$ cat src/pow_consts.svh
`ifndef POW_CONSTS_SVH
`define POW_CONSTS_SVH

// Datapath widths
`define W_OPERAND    8
`define W_RESULT     40

// RAM layout, operands low and results high
`define RAM_DEPTH    32
`define W_ADDR       5
`define OPERAND_BASE 0
`define RESULT_BASE  16
`define MAX_COUNT    16

// Seven-segment display timing
`define N_DIGITS     8
`define SCAN_CYCLES  16

// Pipeline latency, also the result buffer depth
`define PIPE_DEPTH   4

`endif

$ cat src/bus_pkg.sv
`default_nettype none

`include "pow_consts.svh"

package bus_pkg;

    // Wishbone classic request from a master
    typedef struct packed {
        logic                 cyc;
        logic                 stb;
        logic                 we;
        logic [`W_ADDR-1:0]   adr;
        logic [`W_RESULT-1:0] dat;
    } wb_req_t;

    // Slave response back to the master
    typedef struct packed {
        logic                 ack;
        logic [`W_RESULT-1:0] dat;
    } wb_rsp_t;

    typedef logic [1:0] master_idx_t;

    localparam int          N_MASTERS = 3;
    localparam master_idx_t M_HOST    = 2'd0;
    localparam master_idx_t M_ENGINE  = 2'd1;
    localparam master_idx_t M_SCAN    = 2'd2;

endpackage

`default_nettype wire

$ cat src/pow_pkg.sv
`default_nettype none

`include "pow_consts.svh"

package pow_pkg;

    // One slot of the multiply pipeline; idx is the operand number
    typedef struct packed {
        logic                          valid;
        logic [$clog2(`MAX_COUNT)-1:0] idx;
        logic [`W_OPERAND-1:0]         base;
        logic [`W_RESULT-1:0]          acc;
    } pow_stage_t;

    // Engine sequencing
    typedef enum logic [1:0] {
        IDLE,
        READ,
        WRITE,
        DRAIN
    } engine_state_t;

endpackage

`default_nettype wire

$ cat src/pow_pipeline.sv
`default_nettype none
`timescale 1ns/1ps

`include "pow_consts.svh"

module pow_pipeline
    import pow_pkg::*;
(
    input  wire        slow_clk,
    input  wire        rst,
    input  pow_stage_t in_stage,
    output pow_stage_t out_stage
);

    localparam int W_PAD = `W_RESULT - `W_OPERAND;

    pow_stage_t st [`PIPE_DEPTH];

    logic [`W_RESULT-1:0] in_base_ext;

    assign in_base_ext = {{W_PAD{1'b0}}, in_stage.base};

    // --------------------------------------------------
    // Stage 0 squares, later stages multiply by base
    // --------------------------------------------------

    always_ff @(posedge slow_clk or posedge rst) begin
        if (rst) begin
            for (int i = 0; i < `PIPE_DEPTH; i++) begin
                st[i].valid <= 1'b0;
            end
        end else begin
            st[0].valid <= in_stage.valid;
            st[0].idx   <= in_stage.idx;
            st[0].base  <= in_stage.base;
            st[0].acc   <= in_base_ext * in_base_ext;

            for (int i = 1; i < `PIPE_DEPTH; i++) begin
                st[i].valid <= st[i-1].valid;
                st[i].idx   <= st[i-1].idx;
                st[i].base  <= st[i-1].base;
                // x^2 -> x^3 -> x^4 -> x^5, modulo 2^W_RESULT
                st[i].acc   <= st[i-1].acc * {{W_PAD{1'b0}}, st[i-1].base};
            end
        end
    end

    // Last stage holds base to the fifth power
    assign out_stage = st[`PIPE_DEPTH-1];

endmodule

`default_nettype wire

$ cat src/pow_engine.sv
`default_nettype none
`timescale 1ns/1ps

`include "pow_consts.svh"

module pow_engine
    import bus_pkg::*;
    import pow_pkg::*;
(
    input  wire                          slow_clk,
    input  wire                          rst,
    input  wire                          start,
    input  wire [$clog2(`MAX_COUNT):0]   count,
    output logic                         busy,
    output logic                         done,
    output wb_req_t                      wb_req,
    input  wb_rsp_t                      wb_rsp
);

    localparam int W_IDX  = $clog2(`MAX_COUNT);
    localparam int W_CNT  = W_IDX + 1;
    localparam int W_PTR  = $clog2(`PIPE_DEPTH);
    localparam int W_CRED = $clog2(`PIPE_DEPTH + 1);
    localparam int W_A    = `W_ADDR;

    localparam logic [W_CRED-1:0]  FULL_CREDIT = W_CRED'(`PIPE_DEPTH);
    localparam logic [`W_ADDR-1:0] OP_BASE     = W_A'(`OPERAND_BASE);
    localparam logic [`W_ADDR-1:0] RES_BASE    = W_A'(`RESULT_BASE);

    engine_state_t state;

    logic [W_CNT-1:0]     n_ops;
    logic [W_CNT-1:0]     rd_idx;
    logic [W_CNT-1:0]     wr_done;
    logic [W_CRED-1:0]    credits;
    logic [W_IDX-1:0]     cur_idx;
    logic                 cyc;
    logic                 we;
    logic [`W_ADDR-1:0]   adr;
    logic [`W_RESULT-1:0] wdat;
    logic                 issue_rd;
    logic                 issue_wr;
    logic                 rd_ack;
    logic                 wr_ack;
    logic                 reads_left;

    pow_stage_t pipe_in;
    pow_stage_t pipe_out;
    pow_stage_t head;

    // Result buffer
    pow_stage_t       buf_mem [`PIPE_DEPTH];
    logic [W_PTR-1:0] buf_wp;
    logic [W_PTR-1:0] buf_rp;
    logic [W_CRED-1:0] buf_cnt;

    assign reads_left = (rd_idx != n_ops);
    assign rd_ack     = cyc && !we && wb_rsp.ack;
    assign wr_ack     = cyc && we && wb_rsp.ack;
    assign head       = buf_mem[buf_rp];

    // Writes win over reads whenever a result is waiting
    assign issue_wr = !cyc && (buf_cnt != '0)
                    && ((state == READ && reads_left) || state == DRAIN);
    assign issue_rd = !cyc && state == READ && reads_left
                    && (buf_cnt == '0) && (credits != '0);

    assign done = (state == DRAIN) && wr_ack && (wr_done == n_ops - W_CNT'(1));
    assign busy = (state != IDLE) && !done;

    // --------------------------------------------------
    // Sequencing and credits
    // --------------------------------------------------

    always_ff @(posedge slow_clk or posedge rst) begin
        if (rst) begin
            state   <= IDLE;
            cyc     <= 1'b0;
            we      <= 1'b0;
            n_ops   <= '0;
            rd_idx  <= '0;
            wr_done <= '0;
            credits <= '0;
        end else begin
            if (cyc && wb_rsp.ack) begin
                cyc <= 1'b0;
            end

            if (issue_rd) begin
                cyc     <= 1'b1;
                we      <= 1'b0;
                rd_idx  <= rd_idx + W_CNT'(1);
                credits <= credits - W_CRED'(1);
            end

            if (issue_wr) begin
                cyc <= 1'b1;
                we  <= 1'b1;
            end

            // Each stored result frees one slot
            if (wr_ack) begin
                wr_done <= wr_done + W_CNT'(1);
                credits <= credits + W_CRED'(1);
            end

            case (state)
                IDLE: begin
                    if (start) begin
                        n_ops   <= count;
                        rd_idx  <= '0;
                        wr_done <= '0;
                        credits <= FULL_CREDIT;
                        state   <= READ;
                    end
                end
                READ: begin
                    if (issue_wr) begin
                        state <= WRITE;
                    end else if (!cyc && !reads_left) begin
                        state <= DRAIN;
                    end
                end
                WRITE: begin
                    if (wr_ack) begin
                        state <= READ;
                    end
                end
                DRAIN: begin
                    if (done) begin
                        state <= IDLE;
                    end
                end
                default: state <= IDLE;
            endcase
        end
    end

    // Address and data are held until ack
    always_ff @(posedge slow_clk) begin
        if (issue_rd) begin
            adr     <= OP_BASE + W_A'(rd_idx);
            cur_idx <= rd_idx[W_IDX-1:0];
        end
        if (issue_wr) begin
            adr  <= RES_BASE + W_A'(head.idx);
            wdat <= head.acc;
        end
    end

    assign wb_req = '{cyc: cyc, stb: cyc, we: we, adr: adr, dat: wdat};

    // --------------------------------------------------
    // Pipeline and result buffer
    // --------------------------------------------------

    assign pipe_in = '{
        valid: rd_ack,
        idx:   cur_idx,
        base:  wb_rsp.dat[`W_OPERAND-1:0],
        acc:   '0
    };

    pow_pipeline i_pow_pipeline (
        .slow_clk  (slow_clk),
        .rst       (rst),
        .in_stage  (pipe_in),
        .out_stage (pipe_out)
    );

    always_ff @(posedge slow_clk or posedge rst) begin
        if (rst) begin
            buf_wp  <= '0;
            buf_rp  <= '0;
            buf_cnt <= '0;
        end else begin
            if (pipe_out.valid) begin
                buf_wp <= buf_wp + W_PTR'(1);
            end
            if (wr_ack) begin
                buf_rp <= buf_rp + W_PTR'(1);
            end
            case ({pipe_out.valid, wr_ack})
                2'b10:   buf_cnt <= buf_cnt + W_CRED'(1);
                2'b01:   buf_cnt <= buf_cnt - W_CRED'(1);
                default: buf_cnt <= buf_cnt;
            endcase
        end
    end

    always_ff @(posedge slow_clk) begin
        if (pipe_out.valid) begin
            buf_mem[buf_wp] <= pipe_out;
        end
    end

endmodule

`default_nettype wire

$ cat src/seg_scanner.sv
`default_nettype none
`timescale 1ns/1ps

`include "pow_consts.svh"

module seg_scanner
    import bus_pkg::*;
(
    input  wire                     slow_clk,
    input  wire                     rst,
    input  wire [`W_ADDR-1:0]       sel,
    output wb_req_t                 wb_req,
    input  wb_rsp_t                 wb_rsp,
    output logic [7:0]              abcdefgh,
    output logic [`N_DIGITS-1:0]    digit
);

    localparam int SCAN_LEN  = `N_DIGITS * `SCAN_CYCLES;
    localparam int W_SCAN    = $clog2(SCAN_LEN);
    localparam int W_DIG_IDX = $clog2(`N_DIGITS);
    localparam int W_SHOWN   = 4 * `N_DIGITS;
    localparam int N_DIG     = `N_DIGITS;

    logic [W_SCAN-1:0]    scan_cnt;
    logic [W_DIG_IDX-1:0] dig_idx;
    logic                 cyc;
    logic [`W_ADDR-1:0]   adr;
    logic [W_SHOWN-1:0]   shown;
    logic [3:0]           nibble;

    // Active-high segments a..g, dot (h) always off
    function automatic logic [7:0] seg_code(input logic [3:0] hex);
        case (hex)
            4'h0: seg_code = 8'b1111_1100;
            4'h1: seg_code = 8'b0110_0000;
            4'h2: seg_code = 8'b1101_1010;
            4'h3: seg_code = 8'b1111_0010;
            4'h4: seg_code = 8'b0110_0110;
            4'h5: seg_code = 8'b1011_0110;
            4'h6: seg_code = 8'b1011_1110;
            4'h7: seg_code = 8'b1110_0000;
            4'h8: seg_code = 8'b1111_1110;
            4'h9: seg_code = 8'b1111_0110;
            4'ha: seg_code = 8'b1110_1110;
            4'hb: seg_code = 8'b0011_1110;
            4'hc: seg_code = 8'b1001_1100;
            4'hd: seg_code = 8'b0111_1010;
            4'he: seg_code = 8'b1001_1110;
            default: seg_code = 8'b1000_1110;
        endcase
    endfunction

    // Upper counter bits pick the digit
    assign dig_idx = scan_cnt[W_SCAN-1 -: W_DIG_IDX];
    assign nibble  = shown[4*dig_idx +: 4];

    // --------------------------------------------------
    // One read of sel per full scan
    // --------------------------------------------------

    always_ff @(posedge slow_clk or posedge rst) begin
        if (rst) begin
            scan_cnt <= '0;
            cyc      <= 1'b0;
        end else begin
            scan_cnt <= scan_cnt + W_SCAN'(1);
            if (cyc && wb_rsp.ack) begin
                cyc <= 1'b0;
            end else if (!cyc && scan_cnt == '0) begin
                cyc <= 1'b1;
            end
        end
    end

    always_ff @(posedge slow_clk) begin
        if (!cyc && scan_cnt == '0) begin
            adr <= sel;
        end
        if (cyc && wb_rsp.ack) begin
            shown <= wb_rsp.dat[W_SHOWN-1:0];
        end
    end

    assign wb_req = '{cyc: cyc, stb: cyc, we: 1'b0, adr: adr, dat: '0};

    // Digit 0 shows the least significant nibble
    always_ff @(posedge slow_clk or posedge rst) begin
        if (rst) begin
            digit    <= '0;
            abcdefgh <= '0;
        end else begin
            digit    <= N_DIG'(1) << dig_idx;
            abcdefgh <= seg_code(nibble);
        end
    end

endmodule

`default_nettype wire

$ cat src/wb_arbiter.sv
`default_nettype none
`timescale 1ns/1ps

module wb_arbiter
    import bus_pkg::*;
(
    input  wire      slow_clk,
    input  wire      rst,
    input  wb_req_t  m_req [N_MASTERS],
    output wb_rsp_t  m_rsp [N_MASTERS],
    output wb_req_t  s_req,
    input  wb_rsp_t  s_rsp
);

    master_idx_t owner;
    master_idx_t next_owner;
    logic        locked;
    logic        any_req;
    logic        release_bus;

    // Grant may move only when the owner has dropped cyc
    assign release_bus = !locked || !m_req[owner].cyc;

    // Nearest requester after the owner wins; owner itself is last
    always_comb begin
        next_owner = owner;
        any_req    = 1'b0;
        for (int k = N_MASTERS; k >= 1; k--) begin
            if (m_req[(int'(owner) + k) % N_MASTERS].cyc) begin
                next_owner = master_idx_t'((int'(owner) + k) % N_MASTERS);
                any_req    = 1'b1;
            end
        end
    end

    always_ff @(posedge slow_clk or posedge rst) begin
        if (rst) begin
            owner  <= master_idx_t'(N_MASTERS - 1);
            locked <= 1'b0;
        end else if (release_bus) begin
            locked <= any_req;
            if (any_req) begin
                owner <= next_owner;
            end
        end
    end

    assign s_req = locked ? m_req[owner] : '0;

    // Waiting masters just see no ack
    always_comb begin
        for (int i = 0; i < N_MASTERS; i++) begin
            m_rsp[i].ack = locked && (owner == master_idx_t'(i)) && s_rsp.ack;
            m_rsp[i].dat = (owner == master_idx_t'(i)) ? s_rsp.dat : '0;
        end
    end

endmodule

`default_nettype wire

$ cat src/wb_ram.sv
`default_nettype none
`timescale 1ns/1ps

`include "pow_consts.svh"

module wb_ram
    import bus_pkg::*;
(
    input  wire      slow_clk,
    input  wire      rst,
    input  wb_req_t  req,
    output wb_rsp_t  rsp
);

    logic [`W_RESULT-1:0] mem [`RAM_DEPTH];
    logic [`W_RESULT-1:0] rdata;
    logic                 ack;
    logic                 access;

    // A new access only when ack is low, so one ack per strobe
    assign access = req.cyc && req.stb && !ack;

    always_ff @(posedge slow_clk or posedge rst) begin
        if (rst) begin
            ack <= 1'b0;
        end else begin
            ack <= access;
        end
    end

    always_ff @(posedge slow_clk) begin
        if (access) begin
            if (req.we) begin
                mem[req.adr] <= req.dat;
            end
            rdata <= mem[req.adr];
        end
    end

    assign rsp = '{ack: ack, dat: rdata};

endmodule

`default_nettype wire

$ cat src/pow_top.sv
`default_nettype none
`timescale 1ns/1ps

`include "pow_consts.svh"

module pow_top
    import bus_pkg::*;
(
    input  wire                        slow_clk,
    input  wire                        rst,
    input  wire                        start,
    input  wire [$clog2(`MAX_COUNT):0] count,
    output logic                       busy,
    output logic                       done,
    input  wb_req_t                    host_req,
    output wb_rsp_t                    host_rsp,
    input  wire [`W_ADDR-1:0]          disp_sel,
    output logic [7:0]                 abcdefgh,
    output logic [`N_DIGITS-1:0]       digit
);

    wb_req_t m_req [N_MASTERS];
    wb_rsp_t m_rsp [N_MASTERS];
    wb_req_t ram_req;
    wb_rsp_t ram_rsp;

    // Host port is master 0
    assign m_req[M_HOST] = host_req;
    assign host_rsp      = m_rsp[M_HOST];

    // --------------------------------------------------
    // Bus masters
    // --------------------------------------------------

    pow_engine i_pow_engine (
        .slow_clk (slow_clk),
        .rst      (rst),
        .start    (start),
        .count    (count),
        .busy     (busy),
        .done     (done),
        .wb_req   (m_req[M_ENGINE]),
        .wb_rsp   (m_rsp[M_ENGINE])
    );

    seg_scanner i_seg_scanner (
        .slow_clk (slow_clk),
        .rst      (rst),
        .sel      (disp_sel),
        .wb_req   (m_req[M_SCAN]),
        .wb_rsp   (m_rsp[M_SCAN]),
        .abcdefgh (abcdefgh),
        .digit    (digit)
    );

    // --------------------------------------------------
    // Shared RAM behind the arbiter
    // --------------------------------------------------

    wb_arbiter i_wb_arbiter (
        .slow_clk (slow_clk),
        .rst      (rst),
        .m_req    (m_req),
        .m_rsp    (m_rsp),
        .s_req    (ram_req),
        .s_rsp    (ram_rsp)
    );

    wb_ram i_wb_ram (
        .slow_clk (slow_clk),
        .rst      (rst),
        .req      (ram_req),
        .rsp      (ram_rsp)
    );

endmodule

`default_nettype wire

$ cat config.mk
export PLATFORM = sky130hd
export DESIGN_NAME = pow_top
export DESIGN_NICKNAME = d
export VERILOG_FILES = /design/src/bus_pkg.sv /design/src/pow_pkg.sv /design/src/pow_pipeline.sv /design/src/pow_engine.sv /design/src/seg_scanner.sv /design/src/wb_arbiter.sv /design/src/wb_ram.sv /design/src/pow_top.sv
export VERILOG_INCLUDE_DIRS = /design/src
export SDC_FILE = /design/constraint.sdc
export NUM_CORES = 2
export LEC_CHECK = 0
export BUFFER_PORTS_ARGS = -buffer_cell sky130_fd_sc_hd__buf_2
export CORE_UTILIZATION = 45
export DETAILED_ROUTE_END_ITERATION = 16
export GPL_ROUTABILITY_DRIVEN = 0
export PLACE_DENSITY_LB_ADDON = 0.3
export SLEW_MARGIN = 25
export SYNTH_ARGS = -nofsm -noshare
export SYNTH_HDL_FRONTEND = slang
export SYNTH_SLANG_ARGS = --single-unit
$ cat constraint.sdc
create_clock -name slow_clk -period 15.5 [get_ports slow_clk]
set_clock_uncertainty 0.15 [all_clocks]
set_input_delay 1.55 -clock slow_clk [delete_from_list [all_inputs] [get_ports slow_clk]]
set_output_delay 1.55 -clock slow_clk [all_outputs]
set_load 0.03 [all_outputs]
==> metrics.md <==
| Metric | Value |
|---|---|
| Result of the run | `complete, no violations` |
| Unrepaired setup endpoints after global routing | `false` |
| Critical path type | `reg2reg` |
| Slew @ Worst Pin | `1.06 ns` |
| Tcrit/Tclk final | `0.434` |
| Layout Nets | `6937` |
| Clock insertion delay at the later pin of the skew report | `~0.85 ns` |
| IO Pins | `120` |
| FILL cells | `15900` |
| Chain of cells forming the critical path | `and2_1 > fa_1 > fa_1 > fa_1 > inv_1 > fa_1 > inv_1 > ha_1 > and2_1 > nand3_1 > o22ai_1 > a211oi_1 > a31oi_1 > a31oi_2 > o211ai_1 > a221o_1 > xor2_1` |
| Number of buffer cells added on primary ports | `118` |
| Clock transition at path regs | `0.06 ns` |
| Number of enable-type register cells in the synthesized netlist | `1732` |
| Cell Area, Synth | `87900 um^2` |
| Area grow syn2layout | `11.0%` |
| Endpoint arrival time on the critical path | `7.10 ns` |
| Total area of sequential cells | `53500 um^2` |
| Critical R2R Capture | `i_pow_engine.i_pow_pipeline.out_stage[37]` |
| Final total negative setup slack | `0 ns` |
| Vias | `50800` |
| CP top delay family | `adder cells` |
| Overflow after GRT | `0` |
| Cells taking the most area after synthesis | `sky130_fd_sc_hd__edfxtp_1 (59%), sky130_fd_sc_hd__fa_1 (9.7%), sky130_fd_sc_hd__mux4_2 (5.8%)` |
| Core Footprint | `roughly 190000 um^2` |
| Antenna violation net count after detailed routing | `0` |
| Synth Warn # | `0` |
| Gate Count Post-Synth | `6100` |
| Peak fanout along the critical path | `33` |
| Critical-path cell with the highest stage delay | `sky130_fd_sc_hd__edfxtp_1` |
| Post-CTS Setup Repair Bufs | `0` |
| DIE WIDTH | `444 um` |
| Number of synthesized register bits | `1792` |
| Final critical path time including I/O delays and setup | `approximately 6.7 ns` |
| Hold Crit Class | `reg2reg` |
| Kind of start point of the critical path | `flop` |
| Most frequent cells after synthesis | `sky130_fd_sc_hd__edfxtp_1 (1732), sky130_fd_sc_hd__nand2_1 (790), sky130_fd_sc_hd__inv_1 (564), sky130_fd_sc_hd__and2_1 (492), sky130_fd_sc_hd__fa_1 (426)` |
| Synth async-reset ratio | `0.0335` |
| Final Hold Vio Count | `0` |
| Area taken by multi-input logic gates | `31600 um^2` |
| Mapped Nets | `6794` |
| Mean area per synthesized cell | `14.4 um^2` |
| Standard-cell rows | `161` |
| FF-to-FF path depth | `17` |
| CP endpoint kind | `flop` |
| Wire length of the first global-routing pass | `between 300 and 400 mm` |
| Maximum capacitance violations | `0` |
| Pin count of the biggest net entering global routing | `109` |
| Cell repeated most along the worst path | `sky130_fd_sc_hd__fa_1` |
| Worst setup slack for register-to-register paths | `8.77 ns` |
| Post-CTS resize count | `0` |
| Clock tree from TritonCTS | `done` |
| Final cell count without fillers | `between 8000 and 9000` |
| DP Wirelength | `136 mm` |
| Share of Yosys cell area claimed by the top area cell type | `0.592` |
| Buffers from clock root to sink, at most | `3` |
| Dominant register cell in the synthesized netlist | `sky130_fd_sc_hd__edfxtp_1` |
| Number of instances in the placed design | `around 8600` |
| Die height | `444 um` |
| Pins Over Slew Limit | `0` |
| Startpoint of the lowest-slack hold path | `i_pow_engine.i_pow_pipeline.st[158]` |
| Library cells used by synthesis | `77` |
| Number of antenna violations at the first check in global routing | `8` |
| CTS Hold Buffers Added | `0` |
| Most instantiated library cell after synthesis | `sky130_fd_sc_hd__edfxtp_1` |
| Worst Path Required | `15.87 ns` |
| Maximum clock frequency | `around 0.15 GHz` |
| Vias per inst | `5.70` |
| TritonCTS Buffers | `178` |
| All-Layer GR Usage | `0.225` |
| H-tree level count | `4` |
| Total Die Area | `197000 um^2` |
| Master cell of the clock root buffer | `sky130_fd_sc_hd__clkbuf_16` |
| Slew headroom | `0.293` |
| Worst Hold End | `i_pow_engine.i_pow_pipeline.st[105]` |
| Residual DRC count | `0` |
| Register area share after synthesis | `0.609` |
| Buffers plus inverters on the worst setup path | `2` |
| CP max stage delay | `1.00 ns` |
| Violation count after the first detailed-routing iteration | `between 5000 and 6000` |
| Clock Sinks | `1792` |
| Fraction of final layout cells sized beyond drive strength 1 | `0.129` |
| Leading area contributor after synthesis | `sky130_fd_sc_hd__edfxtp_1` |
| Vias in the first global route | `51400` |
| Mean routed wirelength per cell | `24.7 um` |
| First-pass iteration count of the detailed router | `6` |
| Worst hold stages | `0` |
| Initial Utilization | `0.455` |
| Reg-to-reg startpoint | `i_pow_engine.i_pow_pipeline.st[100]` |
| Total length of routed wires | `221 mm` |
| Final setup violation count | `0` |
area by class of cell:
class	count	area share
flip-flops and latches	1792	0.549
clock buffers	217	0.0472
clock inverters	109	0.0108
multi-input cells	3469	0.323
inverters	565	0.0218
repair buffers	237	0.0159
diodes	4	0.000103
well taps	2526	0.0324
stage by stage:
| stage | instance area, um^2 | hold slack (ns) | util | setup WS [ns] |
|---|---|---|---|---|
| after global routing | 97600 | 0.217 | 0.505 | 8.45 |
| after global placement | 91800 | 0.188 | 0.475 | 8.90 |
| final | 97600 | 0.203 | 0.505 | 8.77 |
| after floorplan | 87900 | 0.181 | - | 7.54 |
| after CTS | 97500 | 0.203 | 0.505 | 8.78 |
| after detailed placement | 91800 | 0.187 | 0.475 | 8.82 |
worst max-delay path by stage:
stage	start	to	slack (ns)	cells past startpoint
finish	i_pow_engine.i_pow_pipeline.st[100]	i_pow_engine.i_pow_pipeline.out_stage[37]	8.77	17
global placement	i_pow_engine.i_pow_pipeline.st[97]	i_pow_engine.i_pow_pipeline.out_stage[37]	8.90	17
floorplan	host_req[47]	i_wb_ram.mem[13][0]	7.54	8
global route	i_wb_arbiter.owner[0]	i_pow_engine.i_pow_pipeline.st[174]	8.45	20
detailed placement	i_pow_engine.i_pow_pipeline.st[97]	i_pow_engine.i_pow_pipeline.out_stage[37]	8.82	17
CTS	i_pow_engine.i_pow_pipeline.st[97]	i_pow_engine.i_pow_pipeline.out_stage[37]	8.78	17
state kept, by name, indices dropped and copies added, names as in the netlist, 7 cells and up:
register / flops
i_wb_ram.mem: 1280
i_seg_scanner.digit: 8
i_pow_engine.i_pow_pipeline.out_stage: 45
i_seg_scanner.abcdefgh: 7
i_pow_engine.wdat: 40
i_seg_scanner.shown: 32
i_pow_engine.i_pow_pipeline.st: 109
i_seg_scanner.scan_cnt: 7
i_wb_ram.rdata: 40
i_pow_engine.buf_mem: 176
placed cells by master, fill, tap and decap left out, types with 13 or more instances in the layout:
cell type,instances
sky130_fd_sc_hd__fa_1,426
sky130_fd_sc_hd__and3_1,102
sky130_fd_sc_hd__a22o_1,13
sky130_fd_sc_hd__a221oi_1,22
sky130_fd_sc_hd__a31oi_1,47
sky130_fd_sc_hd__a311oi_1,74
sky130_fd_sc_hd__inv_1,562
sky130_fd_sc_hd__nor2_1,101
sky130_fd_sc_hd__mux4_2,226
sky130_fd_sc_hd__a21oi_1,91
sky130_fd_sc_hd__nor2_4,52
sky130_fd_sc_hd__nand2_1,788
sky130_fd_sc_hd__buf_4,113
sky130_fd_sc_hd__mux2i_1,72
sky130_fd_sc_hd__and2_1,486
sky130_fd_sc_hd__clkbuf_1,39
sky130_fd_sc_hd__o21bai_1,14
sky130_fd_sc_hd__a22oi_1,65
sky130_fd_sc_hd__clkbuf_16,178
sky130_fd_sc_hd__ha_1,206
sky130_fd_sc_hd__nor2b_1,13
sky130_fd_sc_hd__nor2_2,23
sky130_fd_sc_hd__a21o_1,50
sky130_fd_sc_hd__buf_2,118
sky130_fd_sc_hd__nand4_1,34
sky130_fd_sc_hd__nand3_1,155
sky130_fd_sc_hd__o211ai_1,13
sky130_fd_sc_hd__o221ai_1,15
sky130_fd_sc_hd__xnor2_1,80
sky130_fd_sc_hd__o21ai_0,80
sky130_fd_sc_hd__nor3_1,23
sky130_fd_sc_hd__edfxtp_1,1732
sky130_fd_sc_hd__clkinv_2,31
sky130_fd_sc_hd__xor2_1,40
sky130_fd_sc_hd__dfrtp_1,56
sky130_fd_sc_hd__clkinv_1,45
routing by layer:
metal	GRT usage	share of wire
met3	0.0335	0.074
met1	0.292	0.38
met4	0.0872	0.041
met2	0.382	0.50
met5	0	0
cells by family after synthesis:
group,after synthesis,share of synthesized area
flip-flops,1792,0.609
buffers and inverters,839,0.0377
AND/OR/NAND/NOR,1832,0.101
XOR/XNOR,120,0.0120
adder cells (fa/ha/maj),634,0.127
AO/OA/AOI/OAI,574,0.0464
multiplexers,308,0.0674
other,1,0.0000427
Power is left out: the tool's default activity adds up to more than one toggle a clock period on the data nets, which glitch-free logic cannot reach.
